**src/common/dviPkg.sv**
```systemverilog
// Shared constants for the 640x480 at 60 Hz DVI pipeline
// Timing follows the usual 25 MHz pixel clock mode with negative syncs
// Control token bit order is symbol[9:0] as sent LSB first by a serializer

package dviPkg;

    // --------------------------------------------------------------------
    // Horizontal timing in pixels
    // --------------------------------------------------------------------
    localparam int hActive     = 640;
    localparam int hFrontPorch = 16;
    localparam int hSyncLen    = 96;
    localparam int hBackPorch  = 48;
    localparam int hTotal      = hActive + hFrontPorch + hSyncLen + hBackPorch; // 800

    // --------------------------------------------------------------------
    // Vertical timing in lines
    // --------------------------------------------------------------------
    localparam int vActive     = 480;
    localparam int vFrontPorch = 10;
    localparam int vSyncLen    = 2;
    localparam int vBackPorch  = 33;
    localparam int vTotal      = vActive + vFrontPorch + vSyncLen + vBackPorch; // 525

    localparam logic syncActiveLevel = 1'b0; // Both syncs active low
    localparam int   coordWidth      = 10;   // Holds up to 1023

    // --------------------------------------------------------------------
    // Test patterns
    // --------------------------------------------------------------------
    localparam int patWidth   = 2;
    localparam int colorWidth = 8;           // Bits per colour channel

    localparam logic [patWidth-1:0] patColorBars = 2'd0;
    localparam logic [patWidth-1:0] patGradient  = 2'd1;
    localparam logic [patWidth-1:0] patChecker   = 2'd2;
    localparam logic [patWidth-1:0] patSolid     = 2'd3;

    localparam int barWidth     = 80;        // Eight bars across hActive
    localparam int checkerShift = 5;         // 32 pixel squares

    // --------------------------------------------------------------------
    // TMDS symbols
    // --------------------------------------------------------------------
    localparam int tmdsWidth = 10;

    // Indexed as {c1, c0}
    localparam logic [tmdsWidth-1:0] tokenC00 = 10'b1101010100;
    localparam logic [tmdsWidth-1:0] tokenC01 = 10'b0010101011;
    localparam logic [tmdsWidth-1:0] tokenC10 = 10'b0101010100;
    localparam logic [tmdsWidth-1:0] tokenC11 = 10'b1010101011;

endpackage

```
**src/rtl/resetSync.sv**
```systemverilog
// Pixel domain reset from system reset and clock manager lock
// locked may be asynchronous and is passed through two flops
// videoRst falls on the 18th consecutive edge sampling rst low and locked high
// Any lock drop raises videoRst right after the second sampling edge
`timescale 1ns/1ps

module resetSync (
    input  logic pixelClk,
    input  logic rst,       // Synchronous, active high
    input  logic locked,    // Lock level from the clock manager
    output logic videoRst   // Active high
);

    logic       lockMeta;   // First sync stage
    logic       lockSync;   // Safe to use
    logic [3:0] stretchCnt;
    logic       holdRst;

    // --------------------------------------------------------------------
    // Lock synchronizer
    // --------------------------------------------------------------------
    always_ff @(posedge pixelClk) begin
        if (rst) begin
            lockMeta <= 1'b0;
            lockSync <= 1'b0;
        end else begin
            lockMeta <= locked;
            lockSync <= lockMeta;
        end
    end

    // Hold for 16 edges of steady lock
    always_ff @(posedge pixelClk) begin
        if (rst || !lockSync) begin
            stretchCnt <= '0;
            holdRst    <= 1'b1;
        end else if (stretchCnt != 4'hF) begin
            stretchCnt <= stretchCnt + 4'd1;
        end else begin
            holdRst    <= 1'b0;                     // Lock stable long enough
        end
    end

    assign videoRst = rst | ~lockSync | holdRst;    // Lock loss acts at once

endmodule

```
**src/rtl/videoTiming/videoTiming.sv**
```systemverilog
// Free running 640x480 raster counters with registered decode
// The first edge that samples rst low loads pixel (0,0) onto the outputs
// Under reset de is low, syncs inactive and x, y read zero
// x and y are only meaningful while de is high
`timescale 1ns/1ps

module videoTiming (
    input  logic                          pixelClk,
    input  logic                          rst,
    output logic                          hSync,
    output logic                          vSync,
    output logic                          de,
    output logic                          frameStart,  // One cycle at (0,0)
    output logic [dviPkg::coordWidth-1:0] x,
    output logic [dviPkg::coordWidth-1:0] y
);

    import dviPkg::*;

    logic [coordWidth-1:0] hCnt;   // Position to present next
    logic [coordWidth-1:0] vCnt;
    logic                  hLast;
    logic                  vLast;
    logic                  hSyncWin;
    logic                  vSyncWin;
    logic                  activeWin;

    // --------------------------------------------------------------------
    // Raster counters
    // --------------------------------------------------------------------
    assign hLast = (hCnt == coordWidth'(hTotal - 1));
    assign vLast = (vCnt == coordWidth'(vTotal - 1));

    always_ff @(posedge pixelClk) begin
        if (rst) begin
            hCnt <= '0;
            vCnt <= '0;
        end else if (hLast) begin
            hCnt <= '0;                             // End of line
            if (vLast) begin
                vCnt <= '0;                         // End of frame
            end else begin
                vCnt <= vCnt + 1'b1;
            end
        end else begin
            hCnt <= hCnt + 1'b1;
        end
    end

    // --------------------------------------------------------------------
    // Window decode
    // --------------------------------------------------------------------
    // Sync pulses sit between front and back porch
    assign hSyncWin = (hCnt >= coordWidth'(hActive + hFrontPorch)) &&
                      (hCnt <  coordWidth'(hActive + hFrontPorch + hSyncLen));
    assign vSyncWin = (vCnt >= coordWidth'(vActive + vFrontPorch)) &&
                      (vCnt <  coordWidth'(vActive + vFrontPorch + vSyncLen));

    assign activeWin = (hCnt < coordWidth'(hActive)) &&
                       (vCnt < coordWidth'(vActive));

    // Registered outputs, one cycle behind the counters
    always_ff @(posedge pixelClk) begin
        if (rst) begin
            hSync      <= ~syncActiveLevel;
            vSync      <= ~syncActiveLevel;
            de         <= 1'b0;
            frameStart <= 1'b0;
            x          <= '0;
            y          <= '0;
        end else begin
            hSync      <= hSyncWin ? syncActiveLevel : ~syncActiveLevel;
            vSync      <= vSyncWin ? syncActiveLevel : ~syncActiveLevel;
            de         <= activeWin;
            frameStart <= (hCnt == '0) && (vCnt == '0);
            x          <= hCnt;
            y          <= vCnt;
        end
    end

endmodule

```
**src/rtl/patternGen.sv**
```systemverilog
// Test pattern source with one cycle of latency
// patternSel and solidRgb are taken only at frameStart, so a frame never tears
// The frameStart pixel itself already uses the newly taken values
// RGB is forced to zero outside active video
`timescale 1ns/1ps

module patternGen (
    input  logic                            pixelClk,
    input  logic                            rst,
    input  logic [dviPkg::patWidth-1:0]     patternSel,
    input  logic [3*dviPkg::colorWidth-1:0] solidRgb,   // {R, G, B}
    input  logic                            hSync,
    input  logic                            vSync,
    input  logic                            de,
    input  logic                            frameStart,
    input  logic [dviPkg::coordWidth-1:0]   x,
    input  logic [dviPkg::coordWidth-1:0]   y,
    output logic [dviPkg::colorWidth-1:0]   red,
    output logic [dviPkg::colorWidth-1:0]   green,
    output logic [dviPkg::colorWidth-1:0]   blue,
    output logic                            hSyncD,
    output logic                            vSyncD,
    output logic                            deD
);

    import dviPkg::*;

    logic [patWidth-1:0]     modeReg;
    logic [3*colorWidth-1:0] solidReg;
    logic [patWidth-1:0]     modeNow;
    logic [3*colorWidth-1:0] solidNow;
    logic [coordWidth-1:0]   barQuot;
    logic [2:0]              barIdx;
    logic                    checkOn;
    logic [colorWidth-1:0]   rNext;
    logic [colorWidth-1:0]   gNext;
    logic [colorWidth-1:0]   bNext;

    // --------------------------------------------------------------------
    // Per frame settings
    // --------------------------------------------------------------------
    assign modeNow  = frameStart ? patternSel : modeReg;   // Bypass on first pixel
    assign solidNow = frameStart ? solidRgb   : solidReg;

    always_ff @(posedge pixelClk) begin
        if (rst) begin
            modeReg <= patColorBars;
        end else if (frameStart) begin
            modeReg <= patternSel;
        end
    end

    always_ff @(posedge pixelClk) begin
        if (frameStart) begin
            solidReg <= solidRgb;
        end
    end

    // --------------------------------------------------------------------
    // Colour per pixel
    // --------------------------------------------------------------------
    assign barQuot = x / coordWidth'(barWidth);
    assign barIdx  = barQuot[2:0];                           // 0 to 7 across the line
    assign checkOn = x[checkerShift] ^ y[checkerShift];

    always_comb begin
        rNext = '0;
        gNext = '0;
        bNext = '0;
        case (modeNow)
            patColorBars: begin
                // White, yellow, cyan, green, magenta, red, blue, black
                rNext = {colorWidth{~barIdx[1]}};
                gNext = {colorWidth{~barIdx[2]}};
                bNext = {colorWidth{~barIdx[0]}};
            end
            patGradient: begin
                rNext = x[colorWidth-1:0];
                gNext = y[colorWidth-1:0];
                bNext = x[colorWidth-1:0] ^ y[colorWidth-1:0];
            end
            patChecker: begin
                rNext = {colorWidth{checkOn}};
                gNext = {colorWidth{checkOn}};
                bNext = {colorWidth{checkOn}};
            end
            patSolid: begin
                {rNext, gNext, bNext} = solidNow;
            end
            default: ;
        endcase
        if (!de) begin
            rNext = '0;                                      // Blanking
            gNext = '0;
            bNext = '0;
        end
    end

    // Colour registers carry no reset
    always_ff @(posedge pixelClk) begin
        red   <= rNext;
        green <= gNext;
        blue  <= bNext;
    end

    // Controls delayed to match colour
    always_ff @(posedge pixelClk) begin
        if (rst) begin
            hSyncD <= ~syncActiveLevel;
            vSyncD <= ~syncActiveLevel;
            deD    <= 1'b0;
        end else begin
            hSyncD <= hSync;
            vSyncD <= vSync;
            deD    <= de;
        end
    end

endmodule

```
**src/rtl/tmdsEncoder/tmdsEncoder.sv**
```systemverilog
// DVI 1.0 TMDS channel encoder, one cycle of latency
// Running disparity is kept in a 5-bit signed counter
// Blanking sends the control token for ctrl and clears the disparity
// Under reset the symbol is tokenC00 with zero disparity
`timescale 1ns/1ps

module tmdsEncoder (
    input  logic                          pixelClk,
    input  logic                          rst,
    input  logic [dviPkg::colorWidth-1:0] data,
    input  logic [1:0]                    ctrl,    // {c1, c0}
    input  logic                          de,
    output logic [dviPkg::tmdsWidth-1:0]  symbol
);

    import dviPkg::*;

    logic [3:0]            onesData;
    logic                  useXnor;
    logic [8:0]            qm;         // Transition minimized word
    logic [3:0]            onesQm;
    logic signed [4:0]     balance;    // Ones minus zeros of qm[7:0]
    logic signed [4:0]     qmBit2;     // 2 * qm[8]
    logic signed [4:0]     qmInv2;     // 2 * ~qm[8]
    logic signed [4:0]     disp;
    logic signed [4:0]     dispNext;
    logic [tmdsWidth-1:0]  dataSym;
    logic [tmdsWidth-1:0]  ctrlSym;

    // --------------------------------------------------------------------
    // Stage 1 of the algorithm, transition minimizing
    // --------------------------------------------------------------------
    always_comb begin
        onesData = '0;
        for (int i = 0; i < colorWidth; i++) begin
            onesData = onesData + {3'b000, data[i]};
        end
    end

    assign useXnor = (onesData > 4'd4) || ((onesData == 4'd4) && !data[0]);

    always_comb begin
        qm[0] = data[0];
        for (int i = 1; i < colorWidth; i++) begin
            qm[i] = useXnor ? ~(qm[i-1] ^ data[i]) : (qm[i-1] ^ data[i]);
        end
        qm[8] = ~useXnor;                                  // 1 marks XOR chaining
    end

    always_comb begin
        onesQm = '0;
        for (int i = 0; i < colorWidth; i++) begin
            onesQm = onesQm + {3'b000, qm[i]};
        end
    end

    assign balance = 5'($signed({1'b0, onesQm, 1'b0}) - 6'sd8);
    assign qmBit2  = $signed({3'b000, qm[8], 1'b0});
    assign qmInv2  = $signed({3'b000, ~qm[8], 1'b0});

    // --------------------------------------------------------------------
    // Stage 2, DC balance
    // --------------------------------------------------------------------
    always_comb begin
        if ((disp == 5'sd0) || (balance == 5'sd0)) begin
            // No bias either way, inversion follows qm[8]
            if (qm[8]) begin
                dataSym  = {2'b01, qm[7:0]};
                dispNext = disp + balance;
            end else begin
                dataSym  = {2'b10, ~qm[7:0]};
                dispNext = disp - balance;
            end
        end else if (((disp > 5'sd0) && (balance > 5'sd0)) ||
                     ((disp < 5'sd0) && (balance < 5'sd0))) begin
            dataSym  = {1'b1, qm[8], ~qm[7:0]};            // Invert to pull back
            dispNext = disp + qmBit2 - balance;
        end else begin
            dataSym  = {1'b0, qm[8], qm[7:0]};
            dispNext = disp - qmInv2 + balance;
        end
    end

    always_comb begin
        case (ctrl)
            2'b00:   ctrlSym = tokenC00;
            2'b01:   ctrlSym = tokenC01;
            2'b10:   ctrlSym = tokenC10;
            default: ctrlSym = tokenC11;
        endcase
    end

    always_ff @(posedge pixelClk) begin
        if (rst) begin
            symbol <= tokenC00;
            disp   <= '0;
        end else if (de) begin
            symbol <= dataSym;
            disp   <= dispNext;
        end else begin
            symbol <= ctrlSym;
            disp   <= '0;                                  // Restart balance each line
        end
    end

endmodule

```
**src/rtl/dviTop.sv**
```systemverilog
// DVI 640x480 test pattern pipeline in the pixel clock domain
// Clock manager sits outside, pixelClk and its lock level come in on ports
// Two cycles from a raster position to its symbols on the outputs
// Symbols are 10-bit parallel, serialization is left to the board level
`timescale 1ns/1ps

module dviTop (
    input  logic                            pixelClk,
    input  logic                            rst,
    input  logic                            mmcmLocked,
    input  logic [dviPkg::patWidth-1:0]     patternSel,
    input  logic [3*dviPkg::colorWidth-1:0] solidRgb,
    output logic                            videoRst,
    output logic [dviPkg::tmdsWidth-1:0]    tmdsBlue,
    output logic [dviPkg::tmdsWidth-1:0]    tmdsGreen,
    output logic [dviPkg::tmdsWidth-1:0]    tmdsRed
);

    import dviPkg::*;

    logic                  hSync;
    logic                  vSync;
    logic                  de;
    logic                  frameStart;
    logic [coordWidth-1:0] x;
    logic [coordWidth-1:0] y;
    logic [colorWidth-1:0] red;
    logic [colorWidth-1:0] green;
    logic [colorWidth-1:0] blue;
    logic                  hSyncD;
    logic                  vSyncD;
    logic                  deD;

    // --------------------------------------------------------------------
    // Reset and raster
    // --------------------------------------------------------------------
    resetSync uResetSync (
        .pixelClk (pixelClk),
        .rst      (rst),
        .locked   (mmcmLocked),
        .videoRst (videoRst)
    );

    videoTiming uVideoTiming (
        .pixelClk   (pixelClk),
        .rst        (videoRst),
        .hSync      (hSync),
        .vSync      (vSync),
        .de         (de),
        .frameStart (frameStart),
        .x          (x),
        .y          (y)
    );

    patternGen uPatternGen (
        .pixelClk   (pixelClk),
        .rst        (videoRst),
        .patternSel (patternSel),
        .solidRgb   (solidRgb),
        .hSync      (hSync),
        .vSync      (vSync),
        .de         (de),
        .frameStart (frameStart),
        .x          (x),
        .y          (y),
        .red        (red),
        .green      (green),
        .blue       (blue),
        .hSyncD     (hSyncD),
        .vSyncD     (vSyncD),
        .deD        (deD)
    );

    // --------------------------------------------------------------------
    // TMDS channels, syncs ride on blue only
    // --------------------------------------------------------------------
    tmdsEncoder encBlue (
        .pixelClk (pixelClk), .rst (videoRst),
        .data (blue), .ctrl ({vSyncD, hSyncD}), .de (deD), .symbol (tmdsBlue)
    );

    tmdsEncoder encGreen (
        .pixelClk (pixelClk), .rst (videoRst),
        .data (green), .ctrl (2'b00), .de (deD), .symbol (tmdsGreen)
    );

    tmdsEncoder encRed (
        .pixelClk (pixelClk), .rst (videoRst),
        .data (red), .ctrl (2'b00), .de (deD), .symbol (tmdsRed)
    );

endmodule

```
**config.mk**
```make
export PLATFORM = sky130hd
export DESIGN_NAME = dviTop
export DESIGN_NICKNAME = d
export VERILOG_FILES = /design/src/common/dviPkg.sv /design/src/rtl/resetSync.sv /design/src/rtl/videoTiming/videoTiming.sv /design/src/rtl/patternGen.sv /design/src/rtl/tmdsEncoder/tmdsEncoder.sv /design/src/rtl/dviTop.sv
export SDC_FILE = /design/constraint.sdc
export NUM_CORES = 1
export LEC_CHECK = 0
export ABC_AREA = 0
export BUFFER_PORTS_ARGS = -buffer_cell sky130_fd_sc_hd__clkbuf_2
export CORE_UTILIZATION = 36
export DETAILED_ROUTE_END_ITERATION = 12
export PLACE_DENSITY_LB_ADDON = 0.2
export RECOVER_POWER = 25
export SYNTH_ARGS = -nofsm -noshare
export SYNTH_HDL_FRONTEND = slang
export SYNTH_HIERARCHICAL = 1
export SYNTH_SLANG_ARGS = --single-unit
```
**constraint.sdc**
```tcl
create_clock -name pixelClk -period 6.87 [get_ports pixelClk]
set_input_delay 0.687 -clock pixelClk [delete_from_list [all_inputs] [get_ports pixelClk]]
set_output_delay 0.687 -clock pixelClk [all_outputs]
set_load 0.03 [all_outputs]
```
After elaboration in Yosys (flattened, before gate mapping)

Index checks and enable logic that the tools add are counted.

Bits of input ports: 29
Word-level logic and storage cells: 270
Flip-flop bits (word level): 147

Bitwise logic cells: 57
Equality and inequality tests: 11
Add/sub/neg operators: 66
Reduce and logical (&&, ||, !) cells: 39
Div/mod/pow operators: 1
$lt $le $gt $ge: 21
Muxes and demuxes: 49

Operators by type and width:

| cell                                                        | count |
|---|---|
| adder 4 x 1 -> 4 bit                                        | 36 |
| 2-to-1 mux 10 bit                                           | 11 |
| one-hot mux 8 bit (4 select lines)                          | 3 |
| 2-to-1 mux 5 bit                                            | 9 |
| adder 5 bit                                                 | 6 |
| > comparator 5 x 1 -> 1 bit, second input constant          | 6 |
| zero test 5 bit                                             | 6 |
| less-than comparator 5 x 1 -> 1 bit, second input constant  | 6 |
| one-hot mux 10 bit (3 select lines)                         | 1 |
| subtractor 5 bit                                            | 6 |
| NOT 1 bit                                                   | 29 |
| 2-to-1 mux 24 bit                                           | 1 |
| NOT 8 bit                                                   | 3 |
| 2-to-1 mux 1 bit                                            | 23 |
| bitwise XOR 1 bit                                           | 22 |
| adder 10 x 1 -> 10 bit, second input constant               | 2 |
| == test 10 bit, second input constant                       | 2 |
| zero test 10 bit                                            | 2 |
| less-than comparator 10 bit, second input constant          | 2 |
| less-than comparator 10 x 9 -> 1 bit, second input constant | 2 |
| adder 5 x 3 -> 5 bit                                        | 3 |
| subtractor 5 x 3 -> 5 bit                                   | 3 |
| subtractor 5 x 4 -> 5 bit, second input constant            | 3 |
| logical AND 1 bit                                           | 13 |
| 17 further kinds                                            | 44 |

Longest topological paths before layout

Gate-level depths: netlist (run 1).

Depth after elaboration: 37
Depth in mapped cells: 27
Depth with buffers taken out: 26

Cells and area by module

The synthesis (run 1) kept the hierarchy.

By module, submodules not included:

| module                     | cells an instance | area an instance (um^2) | instances | sequential area each (um^2) |
|---|---|---|---|---|
| tmdsEncoder (encGreen ...) | 170               | 1,634.1                 | 2         | 280.3 |
| patternGen                 | 245               | 2,322.2                 | 1         | 1,061.0 |
| videoTiming                | 173               | 1,764.2                 | 1         | 880.8 |
| tmdsEncoder (encBlue)      | 178               | 1,724.2                 | 1         | 280.3 |
| resetSync                  | 27                | 289.0                   | 1         | 140.1 |
| dviTop                     | 1                 | 3.8                     | 1         | 0.0 |

Worst setup path before layout (run 1)

No wires, ideal clock.

Path type: register to register
Start: register uPatternGen/green[2] in the netlist's numbering
End: register encGreen.disp[4]
Data required time: 6.800 ns
Setup time: 0.070 ns
Path buffers: 1
Stages on the path, launching flop included: 28
Data arrival time: 7.327 ns
Slack: -0.526 ns
Path through: dfxtp_1 -> fa_1 -> inv_1 -> fa_1 -> inv_1 -> fa_1 -> fa_1 -> nor3b_1 -> nor2b_1 -> o21ai_1 -> buf_2 -> xor2_1 -> fa_1 -> fa_1 -> inv_1 -> fa_1 -> ha_1 -> fa_1 -> inv_1 -> ha_1 -> mux2i_1 -> ha_1 -> nor2b_1 -> o21a_1 -> or3_1 -> a22o_1 -> a31o_1 -> a21oi_1

Longest elaborated chain between the ends: 35
Elaborated cells between the ends (all ways): 54
Classes of those cells: 20 x add/sub; 3 x order compare; 1 x eq/ne; 10 x mux; 13 x bitwise; 7 x reduce/logical

Ends and longest elaborated chain:

| what                                                                          | line              | RTL |
|---|---|---|
| from (decl)                                                                   | patternGen.sv:19  | `output logic [dviPkg::colorWidth-1:0] green,` |
| from (signal assigned)                                                        | patternGen.sv:102 | `green <= gNext;` |
| parallel branches: the longest is 34 deep, another holds adder 4 x 1 -> 4 bit | --                |  |
| 2-to-1 mux 5 bit (*)                                                          | tmdsEncoder.sv:65 | `if ((disp == 5'sd0) \|\| (balance == 5'sd0)) begin` |
| to (signal assigned)                                                          | tmdsEncoder.sv:99 | `disp <= dispNext;` |
| to (decl)                                                                     | tmdsEncoder.sv:25 | `logic signed [4:0] disp;` |

Mark *: on every way between the ends.
A chain may end at the register's enable or synchronous reset.

Worst setup path in the final report (run 1)

Start: register uPatternGen/blue[3] in the netlist's numbering
End: register encBlue.disp[4]

Longest elaborated chain between the ends: 34
Elaborated cells between the ends (all ways): 53
Classes of those cells: 19 x add/sub; 3 x order compare; 1 x eq/ne; 10 x mux; 13 x bitwise; 7 x reduce/logical

Ends and longest elaborated chain:

| what                                                                          | line              | RTL |
|---|---|---|
| from (decl)                                                                   | patternGen.sv:20  | `output logic [dviPkg::colorWidth-1:0] blue,` |
| from (signal assigned)                                                        | patternGen.sv:103 | `blue <= bNext;` |
| parallel branches: the longest is 33 deep, another holds adder 4 x 1 -> 4 bit | --                |  |
| 2-to-1 mux 5 bit (*)                                                          | tmdsEncoder.sv:65 |  |
| to (signal assigned)                                                          | tmdsEncoder.sv:99 |  |
| to (decl)                                                                     | tmdsEncoder.sv:25 |  |

Marks and branches as above.

==> metrics.csv, run 1 <==
metric,value,unit
ctsHtreeMaxLevel,4,
status,"finished, violations left",
worst_slack,-0.349,ns
antenna_cells,0,
worst_slew_pin_slew,2.06,ns
io_buffers,59,
place.gp.congestion,0.828,
cts_tree,yes,
synth_area,9320,um^2
antenna_found_initial,0,
grt_max_degree,45,
leakage,5.02,nW
maxSlewHeadroom,-37.4,%
gr-usage-all-layers,16.2,%
min_path_type,flip-flop to flip-flop,
cts_made_buffers,17,
power.density,160,nW/um^2
dpl_cell_area,10600,um^2
violations,"max-capacitance violations, max-slew violations, negative setup slack",
cts_sinks,144,
insertion_delay,0.43,ns
firstDrtPassIters,4,
dieArea,26500,um^2
cp_max_fo,4,
power,1.84,mW
syn_inst,960,
fillers,2478,
nets,1239,
start_util,36.9,%
drt-initial-drc-count,277,
via_count,6868,
fin_area,11500,um^2
drc,0,
grt_pass1_vias,6770,
via_per_inst,4.76,
io_pins,60,
max-clock-path-buffers,2,
layout_commonest_cell,dfxtp_1,
rsz0062_at_grt,true,
worstSetupPathType,flip-flop to flip-flop,
num_rows,58,
yosysWarnings,6,
syn-mean-instance-area,9.71,um^2
fp.dieW,163,um
cap_violations,2,
min_period,7.22,ns
wire_per_inst,14.2,um
hold_viol,0,
slew_violations,75,
setup_viol,4,
postRouteAntennaNets,0,
cts_root_buf,clkbuf_16,
hpwl,15.7,mm
gr-total-overflow,0,
syn2layout_area_growth,23.6,%
postCtsHoldBufs,0,
arrival,7.53,ns
core_area,25300,um^2
crit_required,7.18,ns
skew,0.0121,ns
totalWireLength,20.5,mm
peakVddDrop,118,uV
drive_gt1_share,27.1,%
finalCritPeriodShare,105,%
start_kind,flip-flop,
clkTransAtPathRegs,0.07,ns
grt_pass1_wl,33.9,mm
max_freq,139,MHz
layout_common_cells,"dfxtp_1 (139), nor2_1 (99), buf_4 (82)",
die_h,163,um
crit_path_end_kind,flip-flop,
==> repair_timing <==
item | 4_1_cts | 5_1_grt
setup endpoints to repair | 17 | 36
pin swaps | 28 | 20
setup buffers | 11 | 8
resized for setup | 5 | 35
endpoints found under the hold margin | 0 | 0
==> report_power, final <==
group          total, mW  switching [mW]  internal, mW
registers          0.835        0.000412         0.835
logic             0.0167         0.00791       0.00878
clock network      0.992           0.429         0.563
==> per-layer routing <==
metal / vias up / share of wire (%) / global-route usage, %
li1: 3551 / - / -
met1: 3250 / 48 / 21.3
met2: 52 / 49 / 27.2
met3: 15 / 1.6 / 2.34
met4: 0 / 1.2 / 4.63
met5: - / 0 / 0
==> stage by stage <==
| step | utilization [%] | instances | hold slack (ns) | TNS, ns | setup slack, ns |
|---|---|---|---|---|---|
| after floorplan | - | 971 | 0.389 | -0.946 | -0.321 |
| after global placement | 41.8 | 1391 | 0.417 | -2.30 | -0.315 |
| after detailed placement | 41.8 | 1391 | 0.429 | -3.79 | -0.444 |
| after CTS | 44.7 | 1434 | 0.435 | -0.919 | -0.322 |
| after global routing | 45.6 | 1442 | 0.450 | -3.60 | -0.580 |
| final | 45.6 | 1442 | 0.445 | -0.559 | -0.349 |
==> area by class of cell <==
cell class / count / area [um^2] / share of cell area [%]
Sequential cell: 144 / 2890 / 25.1
Multi-Input combinational cell: 710 / 6330 / 54.9
Timing Repair Buffer: 145 / 940 / 8.16
Clock buffer: 17 / 425 / 3.69
Inverter: 81 / 312 / 2.70
Clock inverter: 15 / 211 / 1.84
Tap cell: 330 / 413 / 3.58
==> worst max-delay path, stage by stage (launching register included) <==
cell and delay (ns):
dfxtp_2 0.33, fa_1 0.52, inv_1 0.05, fa_1 0.49
inv_1 0.05, fa_2 0.35, fa_1 0.44, or3b_4 0.42
a22oi_4 0.29, xnor2_2 0.15, fa_1 0.45, fa_1 0.53
inv_2 0.04, fa_1 0.47, ha_2 0.19, fa_1 0.52
inv_2 0.06, ha_4 0.26, inv_4 0.04, ha_4 0.22
nor2b_4 0.12, o311a_1 0.28, or4_4 0.49, a32oi_2 0.22
o21ai_1 0.10
==> registers in the layout, summed over array words and instances, names as in the netlist, 2 cells and up <==
register	cells
encRed/symbol	10
uVideoTiming/x	10
uPatternGen/green	8
uResetSync/stretchCnt	4
encBlue/disp	4
uVideoTiming/y	8
uPatternGen/solidReg	24
uPatternGen/red	8
uVideoTiming/vCnt	10
encGreen/symbol	10
encBlue/symbol	10
uPatternGen/modeReg	2
uPatternGen/blue	8
encGreen/disp	4
encRed/disp	4
uVideoTiming/hCnt	10
==> worst paths after layout <==
| check | cells past startpoint | slack, ns | to | start |
|---|---|---|---|---|
| max | 24 | -0.35 | encBlue/disp[4] | uPatternGen/blue[3] |
| max reg2reg | 24 | -0.35 | encBlue/disp[4] | uPatternGen/blue[3] |
| min reg2reg | 1 | 0.44 | uResetSync/lockSync | uResetSync/lockMeta |
| min | 1 | 0.44 | uResetSync/lockSync | uResetSync/lockMeta |
(Power assumes the default switching activity.)
==> inputs of run 2 (changes only) <==
- CORE_ASPECT_RATIO: not set -> 1.5
==> metrics.csv, run 2 (same netlist as run 1, synthesis figures left out) <==
metric,value,unit
gr-total-overflow,0,
grt_max_degree,45,
clkPwrFrac,52.1,%
seq_power_share,47.0,%
dieArea,26500,um^2
via_per_inst,4.88,
io_buffers,59,
drc,0,
place.gp.congestion,0.791,
finalCritPeriodShare,104,%
sw_frac_of_total,21.7,%
die_h,199,um
arrival,7.48,ns
worstSetupPathType,flip-flop to flip-flop,
drt-initial-drc-count,248,
setup_viol,3,
gr-usage-all-layers,17.1,%
grt_pass1_wl,35.2,mm
peakVddDrop,159,uV
min_path_type,flip-flop to flip-flop,
switchingPower,386,uW
layout_commonest_cell,dfxtp_1,
p_int,1.39,mW
cts_tree,yes,
min_period,7.16,ns
maxSlewHeadroom,-30.6,%
violations,"max-capacitance violations, max-slew violations, negative setup slack",
cts_sinks,144,
insertion_delay,0.43,ns
ctsHtreeMaxLevel,4,
num_rows,71,
cap_violations,2,
firstDrtPassIters,4,
leakage,5.02,nW
cts_made_buffers,17,
layout_common_cells,"dfxtp_1 (138), nor2_1 (98), buf_4 (76)",
cp_max_fo,4,
io_pins,60,
power.density,152,nW/um^2
max_freq,140,MHz
max-clock-path-buffers,2,
crit_required,7.18,ns
worst_slack,-0.293,ns
whs,0.420,ns
reg2reg_slack,-0.29,ns
largest_reg_flops,24,
dp_slack,-0.386,ns
worst_slew_pin_slew,1.96,ns
core_area,25200,um^2
cts_root_buf,clkbuf_16,
postCtsHoldBufs,0,
totalWireLength,21.4,mm
hpwl,16.5,mm
postRouteAntennaNets,0,
slew_violations,75,
finalCoreUtilization,46.4,%
rsz0062_at_grt,true,
syn2layout_area_growth,25.7,%
start_util,36.9,%
nets,1237,
crit_path_end_kind,flip-flop,
status,"finished, violations left",
start_kind,flip-flop,
clkTransAtPathRegs,0.06,ns
hold_viol,0,
fillers,2484,
fp.dieW,133,um
skew,0.00834,ns
combPwrFrac,0.9,%
top_register,uPatternGen/solidReg,
antenna_cells,0,
grt_pass1_vias,7175,
wire_per_inst,14.9,um
drive_gt1_share,29.7,%
via_count,7018,
antenna_found_initial,0,
-- run 2: final timing paths --
| path | endpoint | cells past startpoint | start |
|---|---|---|---|
| hold reg to reg | uPatternGen/vSyncD | 1 | uVideoTiming/vSync |
| setup / recovery | encBlue/disp[4] | 24 | uPatternGen/blue[3] |
| setup reg to reg | encBlue/disp[4] | 24 | uPatternGen/blue[3] |
| hold / removal | uPatternGen/vSyncD | 1 | uVideoTiming/vSync |
-- run 2: layout make-up --
cell class / count / area, um^2 / share of cell area, %
Tap cell: 328 / 410 / 3.50
Timing Repair Buffer: 143 / 952 / 8.13
Clock buffer: 18 / 439 / 3.75
Inverter: 81 / 314 / 2.68
Sequential cell: 144 / 2890 / 24.7
Multi-Input combinational cell: 710 / 6550 / 55.9
Clock inverter: 14 / 156 / 1.34
-- run 2: layer usage --
| metal | vias up | track usage (%) | wire length [um] |
|---|---|---|---|
| li1 | 3535 | - | - |
| met1 | 3363 | 18.3 | 8460 |
| met2 | 84 | 32.5 | 11800 |
| met3 | 36 | 2.99 | 534 |
| met4 | 0 | 7.53 | 580 |
| met5 | - | 0 | 0 |
-- run 2: repair_timing --
item	CTS	global route
setup endpoints to repair	22	38
cloned	0	0
pin swaps	42	58
buffers inserted	8	10
gates resized for setup	19	67
-- run 2: worst max-delay path, cell delays in order (launching register included) --
cell	delay, ns
dfxtp_2	0.33
fa_1	0.53
inv_1	0.05
fa_1	0.50
inv_1	0.05
fa_2	0.34
fa_1	0.43
or3b_4	0.42
a22oi_4	0.29
xnor2_2	0.15
fa_1	0.46
fa_1	0.53
inv_2	0.04
fa_1	0.45
ha_2	0.19
fa_2	0.54
inv_2	0.05
ha_4	0.26
inv_4	0.03
ha_4	0.21
nor2b_4	0.12
o311a_1	0.30
or4_4	0.49
a32oi_1	0.19
o21ai_1	0.08
-- run 2: power groups by stage --
stage / Clock (mW) / Combinational [mW] / Sequential, mW
after floorplan: 0 / 0.00612 / 0.854
after global placement: 0 / 0.0155 / 0.855
after detailed placement: 0 / 0.0156 / 0.855
after CTS: 0.955 / 0.0157 / 0.836
after global routing: 0.989 / 0.0188 / 0.835
final: 0.927 / 0.0161 / 0.836
-- run 2: metrics by stage --
| stage | area (um^2) | TNS, ns | cells | power, mW |
|---|---|---|---|---|
| 2_1_floorplan | 9550 | -0.946 | 971 | 0.861 |
| 3_3_place_gp | 10500 | -2.63 | 1388 | 0.870 |
| 3_5_place_dp | 10500 | -3.59 | 1388 | 0.870 |
| 4_1_cts | 11300 | -0.988 | 1428 | 1.81 |
| 5_1_grt | 11700 | -3.05 | 1438 | 1.84 |
| 6_report | 11700 | -0.635 | 1438 | 1.78 |
